[config.mk]
export PLATFORM = sky130hd
export DESIGN_NAME = id_stage
export DESIGN_NICKNAME = d
export VERILOG_FILES = /design/src/verilog/id_pkg.sv /design/src/verilog/instr_decoder.sv /design/src/verilog/register_file.sv /design/src/verilog/operand_forward.sv /design/src/verilog/operand_select.sv /design/src/verilog/id_ex_regs.sv /design/src/verilog/id_stage.sv
export SDC_FILE = /design/constraint.sdc
export NUM_CORES = 2
export LEC_CHECK = 0
export BUFFER_PORTS_ARGS = -buffer_cell sky130_fd_sc_hd__clkbuf_2
export CORE_AREA = 3 3 542 544
export CTS_BUF_LIST = sky130_fd_sc_hd__clkbuf_2
export DETAILED_ROUTE_END_ITERATION = 12
export DIE_AREA = 0 0 545 547
export SYNTH_ARGS = -nofsm -noshare
export SYNTH_HDL_FRONTEND = slang
export SYNTH_SLANG_ARGS = --single-unit
export TNS_END_PERCENT = 30
[constraint.sdc]
create_clock -name clk -period 6.2 [get_ports clk]
set_clock_uncertainty 0.15 [all_clocks]
set_input_delay 0.62 -clock clk [delete_from_list [all_inputs] [get_ports clk]]
set_output_delay 0.62 -clock clk [all_outputs]
set_load 0.02 [all_outputs]
[src/verilog/id_pkg.sv]
// Shared widths, opcodes, encodings and bundles for the RV32I decode stage
package id_pkg;

  //////////////////////////////////////////////////
  // Widths and constants
  //////////////////////////////////////////////////
  localparam int XLEN       = 32;
  localparam int REG_ADDR_W = 5;
  localparam int NUM_REGS   = 32;

  // Link increment, uncompressed only
  localparam logic [XLEN-1:0] PC_INCR = 32'd4;

  // Major opcodes, instr[6:0]
  localparam logic [6:0] OPCODE_OP     = 7'b0110011;
  localparam logic [6:0] OPCODE_OPIMM  = 7'b0010011;
  localparam logic [6:0] OPCODE_LUI    = 7'b0110111;
  localparam logic [6:0] OPCODE_AUIPC  = 7'b0010111;
  localparam logic [6:0] OPCODE_JAL    = 7'b1101111;
  localparam logic [6:0] OPCODE_JALR   = 7'b1100111;
  localparam logic [6:0] OPCODE_BRANCH = 7'b1100011;
  localparam logic [6:0] OPCODE_LOAD   = 7'b0000011;
  localparam logic [6:0] OPCODE_STORE  = 7'b0100011;

  // Load/store access size on data_type
  localparam logic [1:0] DATA_TYPE_WORD = 2'b00;
  localparam logic [1:0] DATA_TYPE_HALF = 2'b01;
  localparam logic [1:0] DATA_TYPE_BYTE = 2'b10;

  //////////////////////////////////////////////////
  // Encodings
  //////////////////////////////////////////////////
  // BLT and BLTU share SLT and SLTU
  typedef enum logic [3:0] {
    ALU_NOP, ALU_ADD, ALU_SUB, ALU_AND, ALU_OR, ALU_XOR, ALU_SLL, ALU_SRL,
    ALU_SRA, ALU_SLT, ALU_SLTU, ALU_EQ, ALU_NE, ALU_GE, ALU_GEU
  } alu_op_e;

  typedef enum logic [1:0] {OP_A_REG, OP_A_PC, OP_A_ZERO} op_a_sel_e;
  typedef enum logic [1:0] {OP_B_REG, OP_B_IMM, OP_B_PCINCR} op_b_sel_e;
  typedef enum logic [2:0] {IMM_I, IMM_S, IMM_B, IMM_U, IMM_J} imm_sel_e;
  typedef enum logic [1:0] {JUMP_NONE, JUMP_JAL, JUMP_JALR, JUMP_BRANCH} jump_e;
  typedef enum logic [1:0] {FWD_REGFILE, FWD_ALU, FWD_WB} fwd_sel_e;

  //////////////////////////////////////////////////
  // Instruction word and pipeline bundles
  //////////////////////////////////////////////////
  // Register view and store view of one word
  typedef union packed {
    struct packed {
      logic [6:0]            funct7;
      logic [REG_ADDR_W-1:0] rs2;
      logic [REG_ADDR_W-1:0] rs1;
      logic [2:0]            funct3;
      logic [REG_ADDR_W-1:0] rd;
      logic [6:0]            opcode;
    } r;
    struct packed {
      logic [6:0]            imm_hi;
      logic [REG_ADDR_W-1:0] rs2;
      logic [REG_ADDR_W-1:0] rs1;
      logic [2:0]            funct3;
      logic [4:0]            imm_lo;
      logic [6:0]            opcode;
    } s;
  } instr_u;

  // One register file write port
  typedef struct packed {
    logic                  we;
    logic [REG_ADDR_W-1:0] waddr;
    logic [XLEN-1:0]       wdata;
  } rf_write_t;

  // Decoded control, all zero is a bubble
  typedef struct packed {
    alu_op_e   alu_op;
    op_a_sel_e op_a_sel;
    op_b_sel_e op_b_sel;
    jump_e     jump;
    logic      alu_we;
    logic      mem_we;
    logic      data_req;
    logic      data_we;
    logic [1:0] data_type;
    logic      data_sign_ext;
    logic      illegal;
  } id_ctrl_t;

  // Registered ID/EX contents
  typedef struct packed {
    alu_op_e               alu_op;
    logic [XLEN-1:0]       operand_a;
    logic [XLEN-1:0]       operand_b;
    logic [XLEN-1:0]       operand_c;
    logic [XLEN-1:0]       rb_data;
    logic [REG_ADDR_W-1:0] alu_waddr;
    logic                  alu_we;
    logic [REG_ADDR_W-1:0] waddr;
    logic                  we;
    logic                  data_req;
    logic                  data_we;
    logic [1:0]            data_type;
    logic                  data_sign_ext;
    jump_e                 jump;
  } id_ex_t;

endpackage

[src/verilog/instr_decoder.sv]
// Combinational RV32I decoder, turns one instruction word into control and immediate
`timescale 1ns/1ps

module instr_decoder
  import id_pkg::*;
(
  input  instr_u                instr_i,
  output id_ctrl_t              ctrl_o,
  output logic [XLEN-1:0]       imm_o,
  output logic [REG_ADDR_W-1:0] rs1_o,
  output logic [REG_ADDR_W-1:0] rs2_o,
  output logic [REG_ADDR_W-1:0] rd_o
);

  imm_sel_e   imm_sel;
  logic       illegal;
  logic [2:0] funct3;
  logic [6:0] funct7;

  // ALU op shared by OP and OP-IMM, alt picks SUB or SRA
  function automatic alu_op_e arith_op(input logic [2:0] f3, input logic alt);
    case (f3)
      3'b000:  return alt ? ALU_SUB : ALU_ADD;
      3'b001:  return ALU_SLL;
      3'b010:  return ALU_SLT;
      3'b011:  return ALU_SLTU;
      3'b100:  return ALU_XOR;
      3'b101:  return alt ? ALU_SRA : ALU_SRL;
      3'b110:  return ALU_OR;
      default: return ALU_AND;
    endcase
  endfunction

  // Register fields sit at the same place in every format
  assign rs1_o  = instr_i.r.rs1;
  assign rs2_o  = instr_i.r.rs2;
  assign rd_o   = instr_i.r.rd;
  assign funct3 = instr_i.r.funct3;
  assign funct7 = instr_i.r.funct7;

  //////////////////////////////////////////////////
  // Control decode
  //////////////////////////////////////////////////
  always_comb
  begin
    ctrl_o  = '0;
    imm_sel = IMM_I;
    illegal = 1'b0;
    case (instr_i.r.opcode)
      OPCODE_OP:
      begin
        ctrl_o.alu_we = 1'b1;
        ctrl_o.alu_op = arith_op(funct3, funct7[5]);
        // Only SUB and SRA take the alternate funct7
        if (funct7 == 7'b0100000)
          illegal = (funct3 != 3'b000) && (funct3 != 3'b101);
        else
          illegal = (funct7 != 7'b0000000);
      end
      OPCODE_OPIMM:
      begin
        ctrl_o.alu_we   = 1'b1;
        ctrl_o.op_b_sel = OP_B_IMM;
        // No SUBI, funct7[5] only matters for shifts
        ctrl_o.alu_op   = arith_op(funct3, funct7[5] && (funct3 == 3'b101));
        if (funct3 == 3'b001)
          illegal = (funct7 != 7'b0000000);
        else if (funct3 == 3'b101)
          illegal = (funct7 != 7'b0000000) && (funct7 != 7'b0100000);
      end
      OPCODE_LUI:
      begin
        ctrl_o.alu_we   = 1'b1;
        ctrl_o.alu_op   = ALU_ADD;
        ctrl_o.op_a_sel = OP_A_ZERO;
        ctrl_o.op_b_sel = OP_B_IMM;
        imm_sel         = IMM_U;
      end
      OPCODE_AUIPC:
      begin
        ctrl_o.alu_we   = 1'b1;
        ctrl_o.alu_op   = ALU_ADD;
        ctrl_o.op_a_sel = OP_A_PC;
        ctrl_o.op_b_sel = OP_B_IMM;
        imm_sel         = IMM_U;
      end
      OPCODE_JAL, OPCODE_JALR:
      begin
        // Link value PC + 4, target goes on operand C
        ctrl_o.alu_we   = 1'b1;
        ctrl_o.alu_op   = ALU_ADD;
        ctrl_o.op_a_sel = OP_A_PC;
        ctrl_o.op_b_sel = OP_B_PCINCR;
        if (instr_i.r.opcode == OPCODE_JAL)
        begin
          ctrl_o.jump = JUMP_JAL;
          imm_sel     = IMM_J;
        end
        else
        begin
          ctrl_o.jump = JUMP_JALR;
          illegal     = (funct3 != 3'b000);
        end
      end
      OPCODE_BRANCH:
      begin
        ctrl_o.jump = JUMP_BRANCH;
        imm_sel     = IMM_B;
        case (funct3)
          3'b000:  ctrl_o.alu_op = ALU_EQ;
          3'b001:  ctrl_o.alu_op = ALU_NE;
          3'b100:  ctrl_o.alu_op = ALU_SLT;
          3'b101:  ctrl_o.alu_op = ALU_GE;
          3'b110:  ctrl_o.alu_op = ALU_SLTU;
          3'b111:  ctrl_o.alu_op = ALU_GEU;
          default: illegal = 1'b1;
        endcase
      end
      OPCODE_LOAD:
      begin
        ctrl_o.alu_op        = ALU_ADD;
        ctrl_o.op_b_sel      = OP_B_IMM;
        ctrl_o.data_req      = 1'b1;
        ctrl_o.mem_we        = 1'b1;
        // funct3[2] marks the unsigned forms
        ctrl_o.data_sign_ext = ~funct3[2];
        case (funct3)
          3'b000, 3'b100: ctrl_o.data_type = DATA_TYPE_BYTE;
          3'b001, 3'b101: ctrl_o.data_type = DATA_TYPE_HALF;
          3'b010:         ctrl_o.data_type = DATA_TYPE_WORD;
          default:        illegal = 1'b1;
        endcase
      end
      OPCODE_STORE:
      begin
        ctrl_o.alu_op   = ALU_ADD;
        ctrl_o.op_b_sel = OP_B_IMM;
        ctrl_o.data_req = 1'b1;
        ctrl_o.data_we  = 1'b1;
        imm_sel         = IMM_S;
        case (funct3)
          3'b000:  ctrl_o.data_type = DATA_TYPE_BYTE;
          3'b001:  ctrl_o.data_type = DATA_TYPE_HALF;
          3'b010:  ctrl_o.data_type = DATA_TYPE_WORD;
          default: illegal = 1'b1;
        endcase
      end
      default: illegal = 1'b1;
    endcase

    // Illegal words leave as a bubble with only the flag set
    if (illegal)
      ctrl_o = '0;
    ctrl_o.illegal = illegal;
  end

  //////////////////////////////////////////////////
  // Immediate extraction, sign from instr[31]
  //////////////////////////////////////////////////
  always_comb
  begin
    case (imm_sel)
      IMM_S: imm_o = {{20{instr_i.s.imm_hi[6]}}, instr_i.s.imm_hi, instr_i.s.imm_lo};
      IMM_B: imm_o = {{20{instr_i.s.imm_hi[6]}}, instr_i.s.imm_lo[0],
                      instr_i.s.imm_hi[5:0], instr_i.s.imm_lo[4:1], 1'b0};
      IMM_U: imm_o = {funct7, instr_i.r.rs2, instr_i.r.rs1, funct3, 12'b0};
      // J format scrambles bits 30:12 across the register fields
      IMM_J: imm_o = {{12{funct7[6]}}, instr_i.r.rs1, funct3, instr_i.r.rs2[0],
                      funct7[5:0], instr_i.r.rs2[4:1], 1'b0};
      default: imm_o = {{20{funct7[6]}}, funct7, instr_i.r.rs2};
    endcase
  end

endmodule

[src/verilog/register_file.sv]
// 32 x 32 register file, two combinational reads, two clocked writes, x0 tied to zero
`timescale 1ns/1ps

module register_file
  import id_pkg::*;
(
  input  logic                  clk,
  input  logic                  rst_n,
  // Read ports
  input  logic [REG_ADDR_W-1:0] raddr_a_i,
  input  logic [REG_ADDR_W-1:0] raddr_b_i,
  output logic [XLEN-1:0]       rdata_a_o,
  output logic [XLEN-1:0]       rdata_b_o,
  // Write ports
  input  rf_write_t             alu_wr_i,
  input  rf_write_t             wb_wr_i
);

  // x0 has no storage
  logic [XLEN-1:0] regs_q [NUM_REGS-1:1];

  // Per-register write select, ALU port wins on collision
  always_ff @(posedge clk, negedge rst_n)
  begin
    if (!rst_n)
    begin
      for (int i = 1; i < NUM_REGS; i++)
        regs_q[i] <= '0;
    end
    else
    begin
      for (int i = 1; i < NUM_REGS; i++)
      begin
        if (alu_wr_i.we && (alu_wr_i.waddr == REG_ADDR_W'(i)))
          regs_q[i] <= alu_wr_i.wdata;
        else if (wb_wr_i.we && (wb_wr_i.waddr == REG_ADDR_W'(i)))
          regs_q[i] <= wb_wr_i.wdata;
      end
    end
  end

  // Reads see the old content, same-cycle writes come via forwarding
  assign rdata_a_o = (raddr_a_i == '0) ? '0 : regs_q[raddr_a_i];
  assign rdata_b_o = (raddr_b_i == '0) ? '0 : regs_q[raddr_b_i];

endmodule

[src/verilog/operand_forward.sv]
// Bypass of pending ALU and WB writes onto the rs1 and rs2 read data
`timescale 1ns/1ps

module operand_forward
  import id_pkg::*;
(
  input  logic [REG_ADDR_W-1:0] rs1_i,
  input  logic [REG_ADDR_W-1:0] rs2_i,
  input  logic [XLEN-1:0]       rf_a_i,
  input  logic [XLEN-1:0]       rf_b_i,
  input  rf_write_t             alu_wr_i,
  input  rf_write_t             wb_wr_i,
  output logic [XLEN-1:0]       fwd_a_o,
  output logic [XLEN-1:0]       fwd_b_o
);

  fwd_sel_e sel_a;
  fwd_sel_e sel_b;

  // Source pick, ALU result is younger so it goes first
  function automatic fwd_sel_e fwd_select(input logic [REG_ADDR_W-1:0] addr,
                                          input rf_write_t alu, input rf_write_t wb);
    if (addr == '0)
      return FWD_REGFILE;
    if (alu.we && (alu.waddr == addr))
      return FWD_ALU;
    if (wb.we && (wb.waddr == addr))
      return FWD_WB;
    return FWD_REGFILE;
  endfunction

  function automatic logic [XLEN-1:0] fwd_mux(input fwd_sel_e sel,
                                              input logic [XLEN-1:0] rf_data,
                                              input rf_write_t alu, input rf_write_t wb);
    case (sel)
      FWD_ALU: return alu.wdata;
      FWD_WB:  return wb.wdata;
      default: return rf_data;
    endcase
  endfunction

  assign sel_a = fwd_select(rs1_i, alu_wr_i, wb_wr_i);
  assign sel_b = fwd_select(rs2_i, alu_wr_i, wb_wr_i);

  // rs2 result doubles as store data
  assign fwd_a_o = fwd_mux(sel_a, rf_a_i, alu_wr_i, wb_wr_i);
  assign fwd_b_o = fwd_mux(sel_b, rf_b_i, alu_wr_i, wb_wr_i);

endmodule

[src/verilog/operand_select.sv]
// ALU operand muxes A, B and C, with the jump or branch target on operand C
`timescale 1ns/1ps

module operand_select
  import id_pkg::*;
(
  input  id_ctrl_t        ctrl_i,
  input  logic [XLEN-1:0] imm_i,
  input  logic [XLEN-1:0] pc_i,
  input  logic [XLEN-1:0] fwd_a_i,
  input  logic [XLEN-1:0] fwd_b_i,
  output logic [XLEN-1:0] op_a_o,
  output logic [XLEN-1:0] op_b_o,
  output logic [XLEN-1:0] op_c_o
);

  // Operand A
  always_comb
  begin
    case (ctrl_i.op_a_sel)
      OP_A_PC:   op_a_o = pc_i;
      OP_A_ZERO: op_a_o = '0;
      default:   op_a_o = fwd_a_i;
    endcase
  end

  // Operand B
  always_comb
  begin
    case (ctrl_i.op_b_sel)
      OP_B_IMM:    op_b_o = imm_i;
      OP_B_PCINCR: op_b_o = PC_INCR;
      default:     op_b_o = fwd_b_i;
    endcase
  end

  // Operand C, target adders
  always_comb
  begin
    case (ctrl_i.jump)
      // PC relative for JAL and branches
      JUMP_JAL, JUMP_BRANCH: op_c_o = pc_i + imm_i;
      // Register relative, low bit cleared in EX
      JUMP_JALR:             op_c_o = fwd_a_i + imm_i;
      default:               op_c_o = fwd_b_i;
    endcase
  end

endmodule

[src/verilog/id_ex_regs.sv]
// ID/EX pipeline register, bubble on reset and on illegal words, frozen while EX stalls
`timescale 1ns/1ps

module id_ex_regs
  import id_pkg::*;
(
  input  logic                  clk,
  input  logic                  rst_n,
  input  logic                  stall_i,
  input  id_ctrl_t              ctrl_i,
  input  logic [XLEN-1:0]       op_a_i,
  input  logic [XLEN-1:0]       op_b_i,
  input  logic [XLEN-1:0]       op_c_i,
  input  logic [XLEN-1:0]       rb_data_i,
  input  logic [REG_ADDR_W-1:0] rd_i,
  output id_ex_t                ex_o
);

  // All zero is ALU_NOP, JUMP_NONE and every enable low
  always_ff @(posedge clk, negedge rst_n)
  begin
    if (!rst_n)
    begin
      ex_o <= '0;
    end
    else if (!stall_i)
    begin
      if (ctrl_i.illegal)
      begin
        ex_o <= '0;
      end
      else
      begin
        ex_o.alu_op        <= ctrl_i.alu_op;
        ex_o.operand_a     <= op_a_i;
        ex_o.operand_b     <= op_b_i;
        ex_o.operand_c     <= op_c_i;
        ex_o.rb_data       <= rb_data_i;
        // Both write paths target rd
        ex_o.alu_waddr     <= rd_i;
        ex_o.alu_we        <= ctrl_i.alu_we;
        ex_o.waddr         <= rd_i;
        ex_o.we            <= ctrl_i.mem_we;
        ex_o.data_req      <= ctrl_i.data_req;
        ex_o.data_we       <= ctrl_i.data_we;
        ex_o.data_type     <= ctrl_i.data_type;
        ex_o.data_sign_ext <= ctrl_i.data_sign_ext;
        ex_o.jump          <= ctrl_i.jump;
      end
    end
  end

endmodule

[src/verilog/id_stage.sv]
// Decode stage top level, decode, register read, forwarding and operand setup into ID/EX
`timescale 1ns/1ps

module id_stage
  import id_pkg::*;
(
  input  logic            clk,
  input  logic            rst_n,
  // Instruction from IF
  input  logic [XLEN-1:0] instr_rdata_i,
  input  logic [XLEN-1:0] pc_id_i,
  // EX back-pressure level
  input  logic            stall_ex_i,
  // Pending register writes
  input  rf_write_t       alu_wr_i,
  input  rf_write_t       wb_wr_i,
  // To EX
  output id_ex_t          ex_o,
  output logic            illegal_insn_o
);

  id_ctrl_t              ctrl;
  logic [XLEN-1:0]       imm;
  logic [REG_ADDR_W-1:0] rs1;
  logic [REG_ADDR_W-1:0] rs2;
  logic [REG_ADDR_W-1:0] rd;
  logic [XLEN-1:0]       rf_a;
  logic [XLEN-1:0]       rf_b;
  logic [XLEN-1:0]       fwd_a;
  logic [XLEN-1:0]       fwd_b;
  logic [XLEN-1:0]       op_a;
  logic [XLEN-1:0]       op_b;
  logic [XLEN-1:0]       op_c;

  //////////////////////////////////////////////////
  // Decode
  //////////////////////////////////////////////////
  instr_decoder decoder_i (
    .instr_i (instr_u'(instr_rdata_i)),
    .ctrl_o  (ctrl),
    .imm_o   (imm),
    .rs1_o   (rs1),
    .rs2_o   (rs2),
    .rd_o    (rd)
  );

  // Raised in the decode cycle, before the bubble reaches EX
  assign illegal_insn_o = ctrl.illegal;

  //////////////////////////////////////////////////
  // Register read and forwarding
  //////////////////////////////////////////////////
  register_file registers_i (
    .clk       (clk),
    .rst_n     (rst_n),
    .raddr_a_i (rs1),
    .raddr_b_i (rs2),
    .rdata_a_o (rf_a),
    .rdata_b_o (rf_b),
    .alu_wr_i  (alu_wr_i),
    .wb_wr_i   (wb_wr_i)
  );

  operand_forward forward_i (
    .rs1_i    (rs1),
    .rs2_i    (rs2),
    .rf_a_i   (rf_a),
    .rf_b_i   (rf_b),
    .alu_wr_i (alu_wr_i),
    .wb_wr_i  (wb_wr_i),
    .fwd_a_o  (fwd_a),
    .fwd_b_o  (fwd_b)
  );

  //////////////////////////////////////////////////
  // Operands and ID/EX
  //////////////////////////////////////////////////
  operand_select select_i (
    .ctrl_i  (ctrl),
    .imm_i   (imm),
    .pc_i    (pc_id_i),
    .fwd_a_i (fwd_a),
    .fwd_b_i (fwd_b),
    .op_a_o  (op_a),
    .op_b_o  (op_b),
    .op_c_o  (op_c)
  );

  // Store data is the forwarded rs2
  id_ex_regs pipe_i (
    .clk       (clk),
    .rst_n     (rst_n),
    .stall_i   (stall_ex_i),
    .ctrl_i    (ctrl),
    .op_a_i    (op_a),
    .op_b_i    (op_b),
    .op_c_i    (op_c),
    .rb_data_i (fwd_b),
    .rd_i      (rd),
    .ex_o      (ex_o)
  );

endmodule

==> impl_metrics.csv <==
group,metric,value,unit
run_status,status,"complete, no violations",
worst_setup_path,r2r-start,"registers_i.regs_q[832]",
cts,htreeDepth,5,
timing,clock.fmax,168.0,MHz
floorplan,boundaryPins,295,
worst_setup_path,criticalPathCategory,"flip-flop to flip-flop",
floorplan,coreArea,290100,sq um
job,drv_cap,0,
worst_setup_path,worstSetupStartpoint,"registers_i.regs_q[832]",
logic_synthesis,yosysWarnings,0,
cts,path_clk_slew,0.12,ns
cts,clock_latency,1.81,ns
global_routing,grt_start_max_net_pins,179,
power,p_per_area,268.9,nW/um^2
worst_setup_path,critPathSlowestCell,"dlygate4sd3_1",
place,place_hpwl,188.8,mm
floorplan,dieWidth,545,um
logic_synthesis,synth_edf_count,0,
power,seqPwrFrac,45.9,%
logic_synthesis,synth-simple-area-share,8.910,%
min_path,worstHoldStart,"pc_id_i[22]",
finish,regArea,28480,sq um
place,place_congestion,0.9459,
logic_synthesis,synthCells,6864,
logic_synthesis,syn_avg_cell_area,10.50,sq um
timing,setup_ws,0.2465,ns
worst_setup_path,crit_chain,"mux4_2, mux4_2, mux2i_1, buf_4, or3_1, a21oi_1, a21oi_2, o21ai_0, buf_4, ha_1, fa_2, a21o_1, a221oi_2, buf_4, buf_4, o221ai_1, nor4_1, buf_4, o41ai_1, a21o_1, a31oi_2, mux2i_1, dlygate4sd3_1, a31oi_1",
logic_synthesis,synth_top_cell_area_share,39.50,%
routing,num_vias,64291,
timing,fin_crit_sh,96.02,%
timing,min_period,5.953,ns
finish,postLayoutCoreUtil,29.71,%
logic_synthesis,yosysUniqueCellTypes,71,
routing,routed_wl,320.9,mm
power,cellLeakagePower,37.47,nW
logic_synthesis,ys_ff_latch,1138,
routing,drtPass1Iterations,6,
logic_synthesis,synth_top_family_by_area,"multiplexers",
logic_synthesis,synth_compound_area_share,12.02,%
global_routing,antenna_found_initial,16,
routing,drtAntennaViolNets,0,
worst_setup_path,crit_top_cell,"buf_4",
finish,drive_gt1_share,23.24,%
power,p_switching,0.008258,W
place,portBuffers,294,
logic_synthesis,seq_area_frac_synth,39.50,%
timing,maxSlewHeadroom,13.85,%
timing,drv_slew,0,
timing,tightest_slew,1.289,ns
routing,drc,0,
power,peakVddDrop,0.2161,mV
power,p_sw_share,35.62,%
logic_synthesis,yosysTopAreaCell,"dfrtp_1",
power,pwr-share-clk,23.4,%
finish,multi_input_area,40630,sq um
floorplan,rows,198,
routing,wl_per_cell,27.75,um
logic_synthesis,synth_fa_ha_area_share,0.6178,%
place,dp.cells,10504,
worst_setup_path,max_stage_delay,0.56,ns
cts,max-clock-path-buffers,4,
finish,fin_nets,7631,
finish,syn_to_final_growth,19.56,%
logic_synthesis,yosys-mux-area-fraction,33.61,%
logic_synthesis,synth_area_leaders,"dfrtp_1, mux4_2, mux2i_1",
worst_setup_path,crit_fanout,3,
routing,initialDrtViolationCount,8602,
timing,setup_viol,0,
finish,instances_no_fill,11564,
timing,hold_viol_final,0,
logic_synthesis,mappedNetlistArea,72100,sq um
global_routing,overflow,0,
worst_setup_path,cp-start-kind,"flip-flop",
cts,cts_root_buf,"clkbuf_2",
cts,cts_buffers,312,
worst_setup_path,end_kind,"flip-flop",
global_routing,grt_pass1_vias,63178,
routing,viasPerCell,5.560,
timing,holdWs,0.1785,ns
logic_synthesis,synthFlopType,"dfrtp_1",
floorplan,dieArea,298100,sq um
cts,cts.sinks,1138,
power,p_int,0.01492,W
logic_synthesis,synth_most_common_cell,"dfrtp_1",
worst_setup_path,critical_path_arrival,7.41,ns
min_path,min_path_type,"input port to flip-flop",
worst_setup_path,cp_data_required_time,7.66,ns
logic_synthesis,synthArstFlopShare,100.0,%
logic_synthesis,yosys-top-cells-count,"dfrtp_1, mux2i_1, nand2_1",
floorplan,initial_core_util,24.85,%
floorplan,die-height,547,um
power,comb_power_share,30.7,%
global_routing,grt_pass1_wl,456.8,mm
cts,cts_tree,"done",
global_routing,grt_util_all_layers,20.80,%
logic_synthesis,synth-xor-area-share,0.5345,%
finish,fillers,29737,
logic_synthesis,synth_nets,7042,
place,pre_cts_ws,-0.4507,ns
## path summary, 6_finish.rpt
path	end	slack [ns]	cells past startpoint
setup / recovery	pipe_i.ex_o[69]	0.25	24
hold / removal	pipe_i.ex_o[73]	0.18	8
setup reg to reg	pipe_i.ex_o[69]	0.25	24
hold reg to reg	pipe_i.ex_o[6]	0.34	1
max in group asynchronous	registers_i.regs_q[456]	4.09	6
min in group asynchronous	pipe_i.ex_o[132]	0.63	5
## cell families (layout without fill, tap and decap cells)
| family | count (synthesis) | after routing |
|---|---|---|
| mux | 1695 | 1695 |
| simple gates | 1567 | 1567 |
| compound gates | 1542 | 1542 |
| flops | 1138 | 1138 |
| buf+inv | 843 | 1630 |
| xor+xnor | 44 | 44 |
| fa+ha+maj | 35 | 35 |
| other cells | 0 | 13 |
## power by group through the flow
stage,Sequential (W),Combinational (W),Clock (W)
finish,0.0106,0.00712,0.00541
global route,0.0108,0.00762,0.00585
CTS,0.0105,0.00698,0.00547
detailed placement,0.0107,0.00656,0
global placement,0.0106,0.00636,0
floorplan,0.0102,0.00474,0
## per-stage QoR
step	power, W	area (sq um)	setup TNS, ns
3_3_place_gp	0.01692	77970	-4.131
6_report	0.02318	86200	0
5_1_grt	0.02427	86180	-0.004781
2_1_floorplan	0.01493	72100	0
4_1_cts	0.02300	86130	0
3_5_place_dp	0.01724	77970	-3.161
## worst max-delay path: cells and delay by family, from the launching register on
| family | cells | cell delay (ns) |
|---|---|---|
| simple gates | 2 | 0.42 |
| flops | 1 | 0.43 |
| compound gates | 10 | 1.47 |
| mux | 4 | 1.32 |
| fa+ha+maj | 2 | 0.64 |
| buf+inv | 6 | 1.33 |
## metal layers
metal	part of all wire, %	vias to the layer above	routed length (um)	global-route usage, %
li1	-	26307	-	-
met1	37	31947	117800	25.90
met2	43	4812	138700	30.91
met3	12	1223	39910	6.224
met4	7.6	2	24470	14.11
met5	0.0050	-	16	0
## cell usage in the layout, fill, tap and decap left out, types with 14 or more instances in the layout
cell type | netlist | final
nor2_1 | 648 | 626
a22o_1 | 74 | 74
mux2_2 | 65 | 65
a31oi_1 | 19 | 18
o21ai_0 | 609 | 608
buf_12 | 0 | 53
xnor2_1 | 17 | 17
and3_1 | 16 | 14
mux2i_1 | 1056 | 1056
clkinv_1 | 0 | 62
dlygate4sd3_1 | 0 | 505
ha_1 | 34 | 34
inv_1 | 15 | 15
nor2_4 | 0 | 21
nand3_1 | 28 | 26
buf_4 | 16 | 253
clkbuf_2 | 34 | 714
or3_1 | 15 | 14
nand2_4 | 0 | 22
a221o_1 | 16 | 16
dfrtp_1 | 1138 | 1138
a21o_1 | 59 | 59
nor4_1 | 18 | 16
a221oi_1 | 23 | 22
nor3_1 | 20 | 16
nand2_1 | 707 | 685
mux4_2 | 574 | 574
nor2b_1 | 24 | 20
xor2_1 | 27 | 27
and2_1 | 24 | 21
a21oi_1 | 610 | 609
a22oi_1 | 54 | 54
o21ai_1 | 16 | 16
## registers in the layout, summed over array words and instances, names as in the netlist
register and cells:
registers_i.regs_q 992, pipe_i.ex_o 146
## cell type report
class	instances	share of cell area (%)
Tap cell	3900	5.661
Sequential cell	1138	33.04
Multi-Input combinational cell	4883	47.14
Timing Repair Buffer	1102	11.11
Clock inverter	80	0.4326
Antenna cell	13	0.03774
Inverter	16	0.06968
Clock buffer	432	2.508
## timing repair
action                                 4_1_cts  5_1_grt
hold buffers                               533        0
buffers inserted                             0        3
endpoints found under the hold margin     2276        0
setup endpoints to repair                    0        4
gates resized for setup                      0        6
(Power assumes the default switching activity.)
